`src/cpu_pkg.sv`:
```
// ~~~~~~~~~~~~~~~~~~~~~~~~~~~~~~~~~~~~~~~~~~~~~~~~
// shared definitions for the three-stage core
// widths, vector types, ALU and memory FSM enums
// decoded fields, ID/EX contents, data port command
// ~~~~~~~~~~~~~~~~~~~~~~~~~~~~~~~~~~~~~~~~~~~~~~~~

package cpu_pkg;

    // data path and register index widths
    parameter int XLEN       = 32;
    parameter int REG_ADDR_W = 5;

    typedef logic [XLEN-1:0]       xlen_t;
    typedef logic [REG_ADDR_W-1:0] reg_addr_t;
    typedef logic [31:0]           inst_t;

    // PASS_B forwards the immediate for LUI
    typedef enum logic [2:0] {
        ALU_ADD    = 3'd0,
        ALU_SUB    = 3'd1,
        ALU_AND    = 3'd2,
        ALU_OR     = 3'd3,
        ALU_XOR    = 3'd4,
        ALU_SLT    = 3'd5,
        ALU_PASS_B = 3'd6
    } alu_op_t;

    // data memory access phases
    typedef enum logic [1:0] {
        MEM_IDLE = 2'd0,
        MEM_BUSY = 2'd1,
        MEM_DONE = 2'd2
    } mem_state_t;

    // all flags clear means no-op
    typedef struct packed {
        alu_op_t   alu_op;
        reg_addr_t rd;
        reg_addr_t rs1;
        reg_addr_t rs2;
        xlen_t     imm;
        logic      use_imm;
        logic      writes_rd;
        logic      is_load;
        logic      is_store;
        logic      is_beq;
        logic      is_bne;
        logic      is_jal;
    } decoded_t;

    typedef struct packed {
        logic     valid;
        xlen_t    pc;
        decoded_t dec;
        xlen_t    rs1_data;
        xlen_t    rs2_data;
    } id_ex_t;

    // word access only, we high for a store
    typedef struct packed {
        logic  we;
        xlen_t addr;
        xlen_t wdata;
    } dmem_cmd_t;

endpackage

```
`src/cpu_pipeline.sv`:
```
// ~~~~~~~~~~~~~~~~~~~~~~~~~~~~~~~~~~~~~~~~~~~~~~~~
// three-stage core top: fetch, decode, execute/wb
// IF/ID and ID/EX registers, stall and flush
// write-back select, load > link > ALU
// ~~~~~~~~~~~~~~~~~~~~~~~~~~~~~~~~~~~~~~~~~~~~~~~~

`timescale 1ns/100ps

module cpu_pipeline #(
    parameter cpu_pkg::xlen_t RESET_PC = '0
) (
    input  logic               clk,
    input  logic               rst,
    output cpu_pkg::xlen_t     imem_addr,
    input  cpu_pkg::inst_t     imem_data,
    output logic               dmem_req,
    output cpu_pkg::dmem_cmd_t dmem_cmd,
    input  cpu_pkg::xlen_t     dmem_rdata,
    input  logic               dmem_ready
);
    import cpu_pkg::*;

    xlen_t     pc;
    logic      if_id_valid;
    xlen_t     if_id_pc;
    inst_t     if_id_inst;
    decoded_t  id_dec;
    xlen_t     rs1_data;
    xlen_t     rs2_data;
    id_ex_t    id_ex;
    xlen_t     alu_b;
    xlen_t     alu_result;
    logic      taken;
    xlen_t     br_target;
    xlen_t     link;
    logic      mem_stall;
    logic      load_valid;
    xlen_t     load_data;
    logic      wb_en;
    reg_addr_t wb_rd;
    xlen_t     wb_data;

    inst_fetch #(
        .RESET_PC(RESET_PC)
    ) u_fetch (
        .clk(clk),
        .rst(rst),
        .stall(mem_stall),
        .jump_en(taken),
        .jump_target(br_target),
        .pc(pc)
    );

    // instruction port answers in the same cycle
    assign imem_addr = pc;

    inst_decoder u_decoder (
        .inst(if_id_inst),
        .dec(id_dec)
    );

    registers u_regs (
        .clk(clk),
        .rst(rst),
        .rs1(id_dec.rs1),
        .rs2(id_dec.rs2),
        .rs1_data(rs1_data),
        .rs2_data(rs2_data),
        .wb_en(wb_en),
        .wb_rd(wb_rd),
        .wb_data(wb_data)
    );

    // IF/ID and ID/EX: flush on taken, hold on stall
    always_ff @(posedge clk or negedge rst) begin
        if (!rst) begin
            if_id_valid <= 1'b0;
            if_id_pc    <= '0;
            if_id_inst  <= '0;
            id_ex       <= '0;
        end else if (taken) begin
            if_id_valid <= 1'b0;
            id_ex       <= '0;
        end else if (!mem_stall) begin
            if_id_valid    <= 1'b1;
            if_id_pc       <= pc;
            if_id_inst     <= imem_data;
            id_ex.valid    <= if_id_valid;
            id_ex.pc       <= if_id_pc;
            id_ex.dec      <= id_dec;
            id_ex.rs1_data <= rs1_data;
            id_ex.rs2_data <= rs2_data;
        end
    end

    assign alu_b = id_ex.dec.use_imm ? id_ex.dec.imm : id_ex.rs2_data;

    ex_alu u_alu (
        .a(id_ex.rs1_data),
        .b(alu_b),
        .op(id_ex.dec.alu_op),
        .result(alu_result)
    );

    ex_branch u_branch (
        .ex(id_ex),
        .taken(taken),
        .target(br_target),
        .link(link)
    );

    mem_access u_mem (
        .clk(clk),
        .rst(rst),
        .ex(id_ex),
        .dmem_req(dmem_req),
        .dmem_cmd(dmem_cmd),
        .dmem_rdata(dmem_rdata),
        .dmem_ready(dmem_ready),
        .mem_stall(mem_stall),
        .load_valid(load_valid),
        .load_data(load_data)
    );

    // a load retires only in MEM_DONE
    assign wb_en = id_ex.valid && id_ex.dec.writes_rd && !mem_stall;
    assign wb_rd = id_ex.dec.rd;

    always_comb begin
        if (load_valid) begin
            wb_data = load_data;
        end else if (id_ex.dec.is_jal) begin
            wb_data = link;
        end else begin
            wb_data = alu_result;
        end
    end

endmodule

```
`src/ex_alu.sv`:
```
// ~~~~~~~~~~~~~~~~~~~~~~~~~~~~~~~~~~~~~~~~~~~~~~~~
// execute stage ALU for register and immediate forms
// ~~~~~~~~~~~~~~~~~~~~~~~~~~~~~~~~~~~~~~~~~~~~~~~~

`timescale 1ns/100ps

module ex_alu (
    input  cpu_pkg::xlen_t   a,
    input  cpu_pkg::xlen_t   b,
    input  cpu_pkg::alu_op_t op,
    output cpu_pkg::xlen_t   result
);
    import cpu_pkg::*;

    logic less_signed;

    // signed compare for SLT
    assign less_signed = $signed(a) < $signed(b);

    always_comb begin
        case (op)
            ALU_ADD: begin
                result = a + b;
            end
            ALU_SUB: begin
                result = a - b;
            end
            ALU_AND: begin
                result = a & b;
            end
            ALU_OR: begin
                result = a | b;
            end
            ALU_XOR: begin
                result = a ^ b;
            end
            ALU_SLT: begin
                result = {{(XLEN-1){1'b0}}, less_signed};
            end
            ALU_PASS_B: begin
                result = b;
            end
            default: begin
                result = '0;
            end
        endcase
    end

endmodule

```
`src/ex_branch.sv`:
```
// ~~~~~~~~~~~~~~~~~~~~~~~~~~~~~~~~~~~~~~~~~~~~~~~~
// branch unit, BEQ/BNE compare and JAL
// jump target and link value
// ~~~~~~~~~~~~~~~~~~~~~~~~~~~~~~~~~~~~~~~~~~~~~~~~

`timescale 1ns/100ps

module ex_branch (
    input  cpu_pkg::id_ex_t ex,
    output logic            taken,
    output cpu_pkg::xlen_t  target,
    output cpu_pkg::xlen_t  link
);
    import cpu_pkg::*;

    logic operands_equal;
    logic cond_met;

    assign operands_equal = (ex.rs1_data == ex.rs2_data);

    // JAL always jumps, branches on the compare
    assign cond_met = (ex.dec.is_beq && operands_equal)
                   || (ex.dec.is_bne && !operands_equal)
                   || ex.dec.is_jal;

    // bubbles never redirect fetch
    assign taken = ex.valid && cond_met;

    assign target = ex.pc + ex.dec.imm;
    assign link   = ex.pc + XLEN'(4);

endmodule

```
`src/inst_decoder.sv`:
```
// ~~~~~~~~~~~~~~~~~~~~~~~~~~~~~~~~~~~~~~~~~~~~~~~~
// RV32I subset decoder
// ALU op select, immediate extension, instruction flags
// ~~~~~~~~~~~~~~~~~~~~~~~~~~~~~~~~~~~~~~~~~~~~~~~~

`timescale 1ns/100ps

module inst_decoder (
    input  cpu_pkg::inst_t    inst,
    output cpu_pkg::decoded_t dec
);
    import cpu_pkg::*;

    localparam logic [6:0] OP_REG    = 7'b0110011;
    localparam logic [6:0] OP_IMM    = 7'b0010011;
    localparam logic [6:0] OP_LUI    = 7'b0110111;
    localparam logic [6:0] OP_LOAD   = 7'b0000011;
    localparam logic [6:0] OP_STORE  = 7'b0100011;
    localparam logic [6:0] OP_BRANCH = 7'b1100011;
    localparam logic [6:0] OP_JAL    = 7'b1101111;
    localparam logic [6:0] F7_BASE   = 7'b0000000;
    localparam logic [6:0] F7_ALT    = 7'b0100000;

    logic [6:0] opcode;
    logic [2:0] funct3;
    logic [6:0] funct7;
    xlen_t      imm_i;
    xlen_t      imm_s;
    xlen_t      imm_b;
    xlen_t      imm_u;
    xlen_t      imm_j;

    assign opcode = inst[6:0];
    assign funct3 = inst[14:12];
    assign funct7 = inst[31:25];

    // sign-extended immediates, one per format
    assign imm_i = {{20{inst[31]}}, inst[31:20]};
    assign imm_s = {{20{inst[31]}}, inst[31:25], inst[11:7]};
    assign imm_b = {{19{inst[31]}}, inst[31], inst[7], inst[30:25], inst[11:8], 1'b0};
    assign imm_u = {inst[31:12], 12'b0};
    assign imm_j = {{11{inst[31]}}, inst[31], inst[19:12], inst[20], inst[30:21], 1'b0};

    always_comb begin
        dec        = '0;
        dec.alu_op = ALU_ADD;
        dec.rd     = inst[11:7];
        dec.rs1    = inst[19:15];
        dec.rs2    = inst[24:20];
        case (opcode)
            OP_REG: begin
                dec.writes_rd = 1'b1;
                case ({funct7, funct3})
                    {F7_BASE, 3'b000}: dec.alu_op = ALU_ADD;
                    {F7_ALT, 3'b000}:  dec.alu_op = ALU_SUB;
                    {F7_BASE, 3'b111}: dec.alu_op = ALU_AND;
                    {F7_BASE, 3'b110}: dec.alu_op = ALU_OR;
                    {F7_BASE, 3'b100}: dec.alu_op = ALU_XOR;
                    {F7_BASE, 3'b010}: dec.alu_op = ALU_SLT;
                    default:           dec.writes_rd = 1'b0;
                endcase
            end
            OP_IMM: begin
                dec.imm       = imm_i;
                dec.use_imm   = 1'b1;
                dec.writes_rd = 1'b1;
                case (funct3)
                    3'b000:  dec.alu_op = ALU_ADD;
                    3'b111:  dec.alu_op = ALU_AND;
                    3'b110:  dec.alu_op = ALU_OR;
                    3'b100:  dec.alu_op = ALU_XOR;
                    // SLTI and shifts fall outside the subset
                    default: begin
                        dec.use_imm   = 1'b0;
                        dec.writes_rd = 1'b0;
                    end
                endcase
            end
            OP_LUI: begin
                dec.imm       = imm_u;
                dec.use_imm   = 1'b1;
                dec.writes_rd = 1'b1;
                dec.alu_op    = ALU_PASS_B;
            end
            OP_LOAD: begin
                if (funct3 == 3'b010) begin
                    dec.imm       = imm_i;
                    dec.use_imm   = 1'b1;
                    dec.is_load   = 1'b1;
                    dec.writes_rd = 1'b1;
                end
            end
            OP_STORE: begin
                if (funct3 == 3'b010) begin
                    dec.imm      = imm_s;
                    dec.use_imm  = 1'b1;
                    dec.is_store = 1'b1;
                end
            end
            OP_BRANCH: begin
                dec.imm    = imm_b;
                dec.is_beq = (funct3 == 3'b000);
                dec.is_bne = (funct3 == 3'b001);
            end
            OP_JAL: begin
                dec.imm       = imm_j;
                dec.is_jal    = 1'b1;
                dec.writes_rd = 1'b1;
            end
            default: begin
                // unknown encoding, leave as a bubble
                dec.imm = '0;
            end
        endcase
    end

endmodule

```
`src/inst_fetch.sv`:
```
// ~~~~~~~~~~~~~~~~~~~~~~~~~~~~~~~~~~~~~~~~~~~~~~~~
// fetch program counter
// holds on stall, steps by four, loads jump target
// ~~~~~~~~~~~~~~~~~~~~~~~~~~~~~~~~~~~~~~~~~~~~~~~~

`timescale 1ns/100ps

module inst_fetch #(
    parameter cpu_pkg::xlen_t RESET_PC = '0
) (
    input  logic           clk,
    input  logic           rst,
    input  logic           stall,
    input  logic           jump_en,
    input  cpu_pkg::xlen_t jump_target,
    output cpu_pkg::xlen_t pc
);
    import cpu_pkg::*;

    xlen_t pc_next;

    // a taken branch in EX wins over a memory stall
    always_comb begin
        if (jump_en) begin
            pc_next = jump_target;
        end else if (stall) begin
            pc_next = pc;
        end else begin
            pc_next = pc + XLEN'(4);
        end
    end

    always_ff @(posedge clk or negedge rst) begin
        if (!rst) begin
            pc <= RESET_PC;
        end else begin
            pc <= pc_next;
        end
    end

endmodule

```
`src/mem_access.sv`:
```
// ~~~~~~~~~~~~~~~~~~~~~~~~~~~~~~~~~~~~~~~~~~~~~~~~
// data memory access FSM
// request/ready handshake, load capture, stall
// ~~~~~~~~~~~~~~~~~~~~~~~~~~~~~~~~~~~~~~~~~~~~~~~~

`timescale 1ns/100ps

module mem_access (
    input  logic               clk,
    input  logic               rst,
    input  cpu_pkg::id_ex_t    ex,
    output logic               dmem_req,
    output cpu_pkg::dmem_cmd_t dmem_cmd,
    input  cpu_pkg::xlen_t     dmem_rdata,
    input  logic               dmem_ready,
    output logic               mem_stall,
    output logic               load_valid,
    output cpu_pkg::xlen_t     load_data
);
    import cpu_pkg::*;

    mem_state_t state;
    mem_state_t state_next;
    logic       is_mem;

    assign is_mem = ex.valid && (ex.dec.is_load || ex.dec.is_store);

    always_comb begin
        state_next = state;
        case (state)
            MEM_IDLE: begin
                if (is_mem) begin
                    state_next = MEM_BUSY;
                end
            end
            MEM_BUSY: begin
                if (dmem_ready) begin
                    state_next = MEM_DONE;
                end
            end
            // one cycle for write-back, then back to idle
            MEM_DONE: begin
                state_next = MEM_IDLE;
            end
            default: begin
                state_next = MEM_IDLE;
            end
        endcase
    end

    // request is high exactly while busy
    always_ff @(posedge clk or negedge rst) begin
        if (!rst) begin
            state    <= MEM_IDLE;
            dmem_req <= 1'b0;
        end else begin
            state    <= state_next;
            dmem_req <= (state_next == MEM_BUSY);
        end
    end

    // command fixed at issue, held until ready
    always_ff @(posedge clk) begin
        if (state == MEM_IDLE && is_mem) begin
            dmem_cmd.we    <= ex.dec.is_store;
            dmem_cmd.addr  <= ex.rs1_data + ex.dec.imm;
            dmem_cmd.wdata <= ex.rs2_data;
        end
        if (state == MEM_BUSY && dmem_ready) begin
            load_data <= dmem_rdata;
        end
    end

    assign mem_stall  = is_mem && (state == MEM_IDLE || state == MEM_BUSY);
    assign load_valid = (state == MEM_DONE) && ex.dec.is_load;

endmodule

```
`src/registers.sv`:
```
// ~~~~~~~~~~~~~~~~~~~~~~~~~~~~~~~~~~~~~~~~~~~~~~~~
// 32-entry register file, x0 reads zero
// same-cycle write-through on both read ports
// ~~~~~~~~~~~~~~~~~~~~~~~~~~~~~~~~~~~~~~~~~~~~~~~~

`timescale 1ns/100ps

module registers (
    input  logic              clk,
    input  logic              rst,
    input  cpu_pkg::reg_addr_t rs1,
    input  cpu_pkg::reg_addr_t rs2,
    output cpu_pkg::xlen_t    rs1_data,
    output cpu_pkg::xlen_t    rs2_data,
    input  logic              wb_en,
    input  cpu_pkg::reg_addr_t wb_rd,
    input  cpu_pkg::xlen_t    wb_data
);
    import cpu_pkg::*;

    localparam int NUM_REGS = 1 << REG_ADDR_W;

    xlen_t regs [NUM_REGS];

    always_ff @(posedge clk or negedge rst) begin
        if (!rst) begin
            for (int i = 0; i < NUM_REGS; i++) begin
                regs[i] <= '0;
            end
        end else if (wb_en && wb_rd != '0) begin
            regs[wb_rd] <= wb_data;
        end
    end

    // the value being written this cycle bypasses the array
    assign rs1_data = (rs1 == '0) ? '0
                    : (wb_en && wb_rd == rs1) ? wb_data
                    : regs[rs1];
    assign rs2_data = (rs2 == '0) ? '0
                    : (wb_en && wb_rd == rs2) ? wb_data
                    : regs[rs2];

endmodule

```
`config.mk`:
```
export PLATFORM = sky130hd
export DESIGN_NAME = cpu_pipeline
export DESIGN_NICKNAME = d
export VERILOG_FILES = /design/src/cpu_pkg.sv /design/src/cpu_pipeline.sv /design/src/ex_alu.sv /design/src/ex_branch.sv /design/src/inst_decoder.sv /design/src/inst_fetch.sv /design/src/mem_access.sv /design/src/registers.sv
export SDC_FILE = /design/constraint.sdc
export NUM_CORES = 2
export LEC_CHECK = 0
export BUFFER_PORTS_ARGS = -buffer_cell sky130_fd_sc_hd__buf_2
export CORE_MARGIN = 2
export CORE_UTILIZATION = 40
export DETAILED_ROUTE_END_ITERATION = 10
export PLACE_DENSITY_LB_ADDON = 0.2
export SLEW_MARGIN = 20
export SYNTH_ARGS = -nofsm -noshare
export SYNTH_HDL_FRONTEND = slang
export SYNTH_SLANG_ARGS = --single-unit
```
`constraint.sdc`:
```
create_clock -name clk -period 4.4 [get_ports clk]
set_clock_uncertainty 0.1 [all_clocks]
set_input_delay 0.88 -clock clk [delete_from_list [all_inputs] [get_ports clk]]
set_output_delay 0.88 -clock clk [all_outputs]
set_load 0.02 [all_outputs]
```
# [Word level (Yosys, flattened, before mapping)]
# Cells that the tools add are included.
# Widths: inputs -> output; s select.
[totals] regBits=1365 inputBits=67 wordCells=177 out_inout_bits=98
[op_classes] bitwise=8 n_addsub=6 n_mux=41 reduce_logical=31 order_cmp=5 eq_ne=30
[ops] operator="$bwmux 1024" count=1
[ops] operator="$mux 32" count=14
[ops] operator="$bmux 32 s5" count=2
[ops] operator="$mux 154" count=2
[ops] operator="$pmux 32 s7" count=1
[ops] operator="$pmux 32 s6" count=1
[ops] operator="$demux 32 s5" count=1
[ops] operator="$add 32x32->32" count=3
[ops] operator="$add 32x3->32 const B" count=2
[ops] operator="$mux 35" count=1
[ops] operator="$mux 33" count=1
[ops] operator="$and 32x32->32" count=1
[ops] operator="$eq 32x32->1" count=1
[ops] operator="$lt 32x32->1" count=1
[ops] operator="$or 32x32->32" count=1
[ops] operator="$sub 32x32->32" count=1
[ops] operator="$xor 32x32->32" count=1
[ops] operator="$eq 10x3->1 const B" count=3
[ops] operator="$eq 7x6->1 const B" count=3
[ops] operator="$eq 3x3->1 const B" count=6
[ops] operator="$ge 6x6->1 const B" count=3
[ops] operator="$not 5->6" count=3
[ops] operator="$pmux 3 s3" count=2
[ops] operator="$pmux 3 s5" count=1
[ops] operator="other kinds (29)" count=65

# [Longest topological paths before layout]
[logic_depth] ltp_word=10 ltp_mapped=17 ltp_nobuf=13

# [Hierarchy]
# A second synthesis with hierarchy kept.
[hier_totals] cells_unflattened=6461 area_unflattened_um2=80171.9
[by_module_without_submodules] module="registers" cells_per_inst=3815 seq_area_each_um2=25624.6 area_each_um2=54826.3 n_inst=1
[by_module_without_submodules] module="cpu_pipeline" cells_per_inst=780 seq_area_each_um2=5480.3 area_each_um2=9740.6 n_inst=1
[by_module_without_submodules] module="ex_alu" cells_per_inst=861 seq_area_each_um2=0.0 area_each_um2=5713.0 n_inst=1
[by_module_without_submodules] module="mem_access" cells_per_inst=342 seq_area_each_um2=2987.9 area_each_um2=4718.3 n_inst=1
[by_module_without_submodules] module="ex_branch" cells_per_inst=338 seq_area_each_um2=0.0 area_each_um2=2459.9 n_inst=1
[by_module_without_submodules] module="inst_fetch" cells_per_inst=200 seq_area_each_um2=800.8 area_each_um2=1831.8 n_inst=1
[by_module_without_submodules] module="inst_decoder" cells_per_inst=125 seq_area_each_um2=0.0 area_each_um2=882.1 n_inst=1

# [Worst setup path after synthesis]
# No wires, ideal clock.
[synth_path] kind="register -> register" from="register u_mem.state[1]" to="register, netlist name u_mem.dmem_cmd[0]" period_less_slack_ns=4.081 t_arrival_ns=3.489 setup_slack_ns=0.319 setup_ns=0.492 n_path_buf=0 stages_incl_launch_ff=4 cell_sequence="dfrtp_1 -> inv_1 -> o211ai_2 -> nor2_1"
[synth_via] elab_chain_len=2
[synth_rtl] item="from (decl)" line_no="mem_access.sv:22" rtl="mem_state_t state;"
[synth_rtl] item="from (signal assigned)" line_no="mem_access.sv:57" rtl="state <= state_next;"
[synth_rtl] item="$logic_not 2->1" line_no="mem_access.sv:64" rtl="if (state == MEM_IDLE && is_mem) begin"
[synth_rtl] item="$logic_and 1x1->1" line_no="mem_access.sv:64"
# No other way between the ends.
# A chain may end at the register's enable or synchronous reset.

# [Final worst setup path]
[layout_path] from="register id_ex[70] (netlist bit)" to="register u_regs.regs[249] (netlist bit)"
[layout_via] elab_chain_len=6 elab_cells_between_ends=10 cone_classes="add/sub: 2; mux: 5; bitwise: 3"
[layout_rtl] item="from (decl)" line_no="cpu_pipeline.sv:30" rtl="id_ex_t id_ex;"
[layout_rtl] item="$mux 32 (*)" line_no="cpu_pipeline.sv:96" rtl="assign alu_b = id_ex.dec.use_imm ? id_ex.dec.imm : id_ex.rs2_data;"
[layout_rtl] item="$sub 32x32->32, or another cell as far along" line_no="ex_alu.sv:26" rtl="result = a - b;"
[layout_rtl] item="$pmux 32 s7 (*)" line_no="ex_alu.sv:21" rtl="case (op)"
[layout_rtl] item="$mux 32 (*)" line_no="cpu_pipeline.sv:132" rtl="end else if (id_ex.dec.is_jal) begin"
[layout_rtl] item="$mux 32 (*)" line_no="cpu_pipeline.sv:130" rtl="if (load_valid) begin"
[layout_rtl] item="$bwmux 1024 (*)" line_no="registers.sv:31" rtl="regs[wb_rd] <= wb_data;"
[layout_rtl] item="to (signal, indexed assignment)" line_no="registers.sv:31"
[layout_rtl] item="to (decl)" line_no="registers.sv:23" rtl="xlen_t regs [NUM_REGS];"
# Mark *: on every way between the ends. The rest lies on a longest branch, timed or not.

==> reports/qor.yml <==
cts_made_buffers: 155
wl_met1_microns: 124000
p_per_area_mw_per_mm2: 326
drc: 0
grt_pass1_wl_microns: 429000
reg2reg_from: "id_ex[70]"
clk_latency_ps: 840
h-tree-depth: 4
clock.fmax_ghz: 0.226
drive_gt1_share_pct: 26.9
drtIter0Drc: 6240
wl_met2_microns: 133000
dp_hpwl_microns: 205000
postLayoutCellArea_sq_mm: 0.0895
cp-start-kind: "flip-flop"
critPathKind: "reg2reg"
crit_chain: "buf_8 -> mux2i_2 -> ha_1 -> buf_4 -> buf_4 -> nand4_1 -> o211ai_1 -> a21oi_1 -> buf_4 -> nand2_1 -> a41o_1 -> o31ai_4 -> buf_12 -> nand2_2 -> mux2_2"
vias: 60184
clockRootBuffer: "clkbuf_16"
instances_no_fill: 9786
critPathMostFrequentCell: "buf_4"
hold_path_class: "in2reg"
tightest_slew_ps: 1210
endpoint_kind: "flip-flop"
gp_congestion: 1.03
fp.dieArea_sq_mm: 0.196
num_io_pins: 165
drtAntennaViolNets: 0
cts.path.max_buffers: 3
syn_avg_cell_area_sq_um: 11.1
dp_cells: 9486
coreArea_sq_mm: 0.192
min_to: "u_mem.load_data[25]"
critPathMaxFanout: 15
syn_to_final_growth_pct: 15.9
nNetsFinal: 7381
grt.overflow.total: 0
min_period_ps: 4420
dr.pass1.iters: 5
failed_checks: "negative setup slack"
finalCritPeriodShare_pct: 101
syn-num-nets: 7189
grt_pass1_vias: 59399
leakagePower_uw: 0.0394
netlist_instances: 6938
synth_flop_cell: "dfrtp_1"
slowest_delay_ps: 550
grt_start_max_net_pins: 98
rsz0062_at_grt: "yes"
synth_area_sq_mm: 0.0772
placed_area_sq_mm: 0.0837
cp_slowest_cell: "mux2i_2"
r2r-end: "u_regs.regs[249]"
cp.required_ps: 5000
layout_commonest_cell: "dfrtp_1"
whs_path_depth: 1
routedWlPerCell_microns: 30.2
synth_edf_count: 97
reg2reg_slack_ps: -20
drv_cap: 0
antenna_found_initial: 10
num_rows: 161
crit_arrival_ps: 5020
finalHoldViolCount: 0
vias_per_cell: 6.15
synth_warnings: 0
setup_viol: 15
io_buffer_count: 164
worstSetupStartpoint: "id_ex[70]"
route.met3.wl_microns: 21800
chipHeight_microns: 443
start_util_pct: 40.1
ys_ff_latch: 1365
setup_tns_ps: -196
die_x_microns: 443
p_total_uw: 29200
slew_headroom_pct: 18.2
rr_worst_depth: 15
irDropWorstVdd_mv: 0.374
cts.clk_slew.worst_paths_ps: 60
numClockSinks: 1365
ys_types: 94
wl_microns: 296000
track_usage_pct: 29.9
cts_tree: "done"
status: "finished, violations left"
hp-start: "dmem_rdata[25]"
fin_ws_ps: -22.6
slew_violations: 0
synth-seq-area-share_pct: 44.9
async_reset_ff_share_pct: 92.9
place_ws_ps: -309
final_cell_mix: "dfrtp_1, nand2_1, o21ai_0"
maxUsedRoutingLayer: "met5"
[power breakdown]
group / switching, uW / leakage, uW / total (uW) / internal, uW
Clock: 5650 / 0.00262 / 13600 / 7970
Combinational: 1400 / 0.0184 / 2240 / 841
Sequential: 438 / 0.0184 / 13300 / 12900
[synthesized netlist by cell type, types with 50 or more instances]
cell / count / area share, %
mux2i_1: 118 / 1.5
o21ai_0: 800 / 5.2
edfxtp_1: 97 / 3.8
clkbuf_1: 472 / 2.3
ha_1: 180 / 2.9
nand3_1: 63 / 0.41
o31ai_1: 77 / 0.75
mux4_2: 640 / 19
dfrtp_1: 1268 / 41
nor3_1: 80 / 0.52
inv_1: 132 / 0.64
xor2_1: 69 / 0.78
a21oi_1: 245 / 1.6
a22o_1: 50 / 0.57
xnor2_1: 73 / 0.83
buf_1: 63 / 0.31
mux2_2: 220 / 3.2
buf_2: 81 / 0.53
nor2_1: 240 / 1.2
nand2_1: 1277 / 6.2
[flip-flops by register name, summed over array words and instances (netlist names)]
signal / cells
id_ex: 139
if_id_valid: 1
wb_rd: 5
u_fetch.pc: 32
if_id_inst: 32
u_mem.state: 2
u_mem.dmem_cmd: 65
u_mem.load_data: 32
if_id_pc: 32
u_mem.dmem_req: 1
u_regs.regs: 1024
[layer usage]
layer  GRT usage [%]  vias up
li1                -    25882
met1            41.5    31036
met2            45.7     2617
met3            4.85      641
met4            15.0        8
met5               0        -
[worst max-delay path by stage]
stage	endpoint	slack, ps	cells after the start
5_1_grt	u_regs.regs[472]	-40	18
3_5_place_dp	u_regs.regs[574]	-310	16
4_1_cts	u_regs.regs[240]	-7	19
2_1_floorplan	u_mem.dmem_cmd[0]	320	3
3_3_place_gp	u_regs.regs[638]	-320	16
6_report	u_regs.regs[249]	-20	15
[kinds of logic (layout without fill, tap and decap cells)]
| family | count (synthesis) | count (layout) | share of synthesized area (%) |
|---|---|---|---|
| buf+inv | 764 | 1084 | 3.91 |
| compound gates | 1638 | 1638 | 13.0 |
| flops | 1365 | 1365 | 44.9 |
| simple gates | 1867 | 1867 | 10.1 |
| fa+ha+maj | 184 | 184 | 3.02 |
| other cells | 0 | 2 | 0 |
| mux | 978 | 978 | 23.4 |
| xor+xnor | 142 | 142 | 1.61 |
[cell type report]
cell class	instances	area, sq um
fillers	17566	103000
multi-input cells	4809	40100
flip-flops and latches	1365	34700
repair buffers	664	5670
clock buffers	219	4560
well taps	2526	3160
clock inverters	66	787
inverters	135	507
diodes	2	5.00
[critical path: cells and delay by family (launching register included)]
family	cells	cell delay, ps
AOI/OAI and AO/OA	4	1040
DFF	1	490
and+or+nand+nor	3	420
muxes	2	900
buffers and inverters	5	960
adders and majority gates	1	360
[stage by stage]
stage / hold slack, ps / util [%]
6_report: 128 / 46.6
5_1_grt: 98.9 / 46.5
4_1_cts: 68.8 / 46.4
3_5_place_dp: 282 / 43.5
3_3_place_gp: 276 / 43.5
2_1_floorplan: 339 / -
[timing repair]
item / 4_1_cts / 5_1_grt
cloned: 0 / 5
pin swaps: 4 / 7
endpoints found under the setup margin: 536 / 507
hold buffers: 1 / 0
endpoints found under the hold margin: 31 / 0
resized for setup: 20 / 45
buffers inserted: 2 / 5
Note: power is estimated with default switching activity, not from simulation.
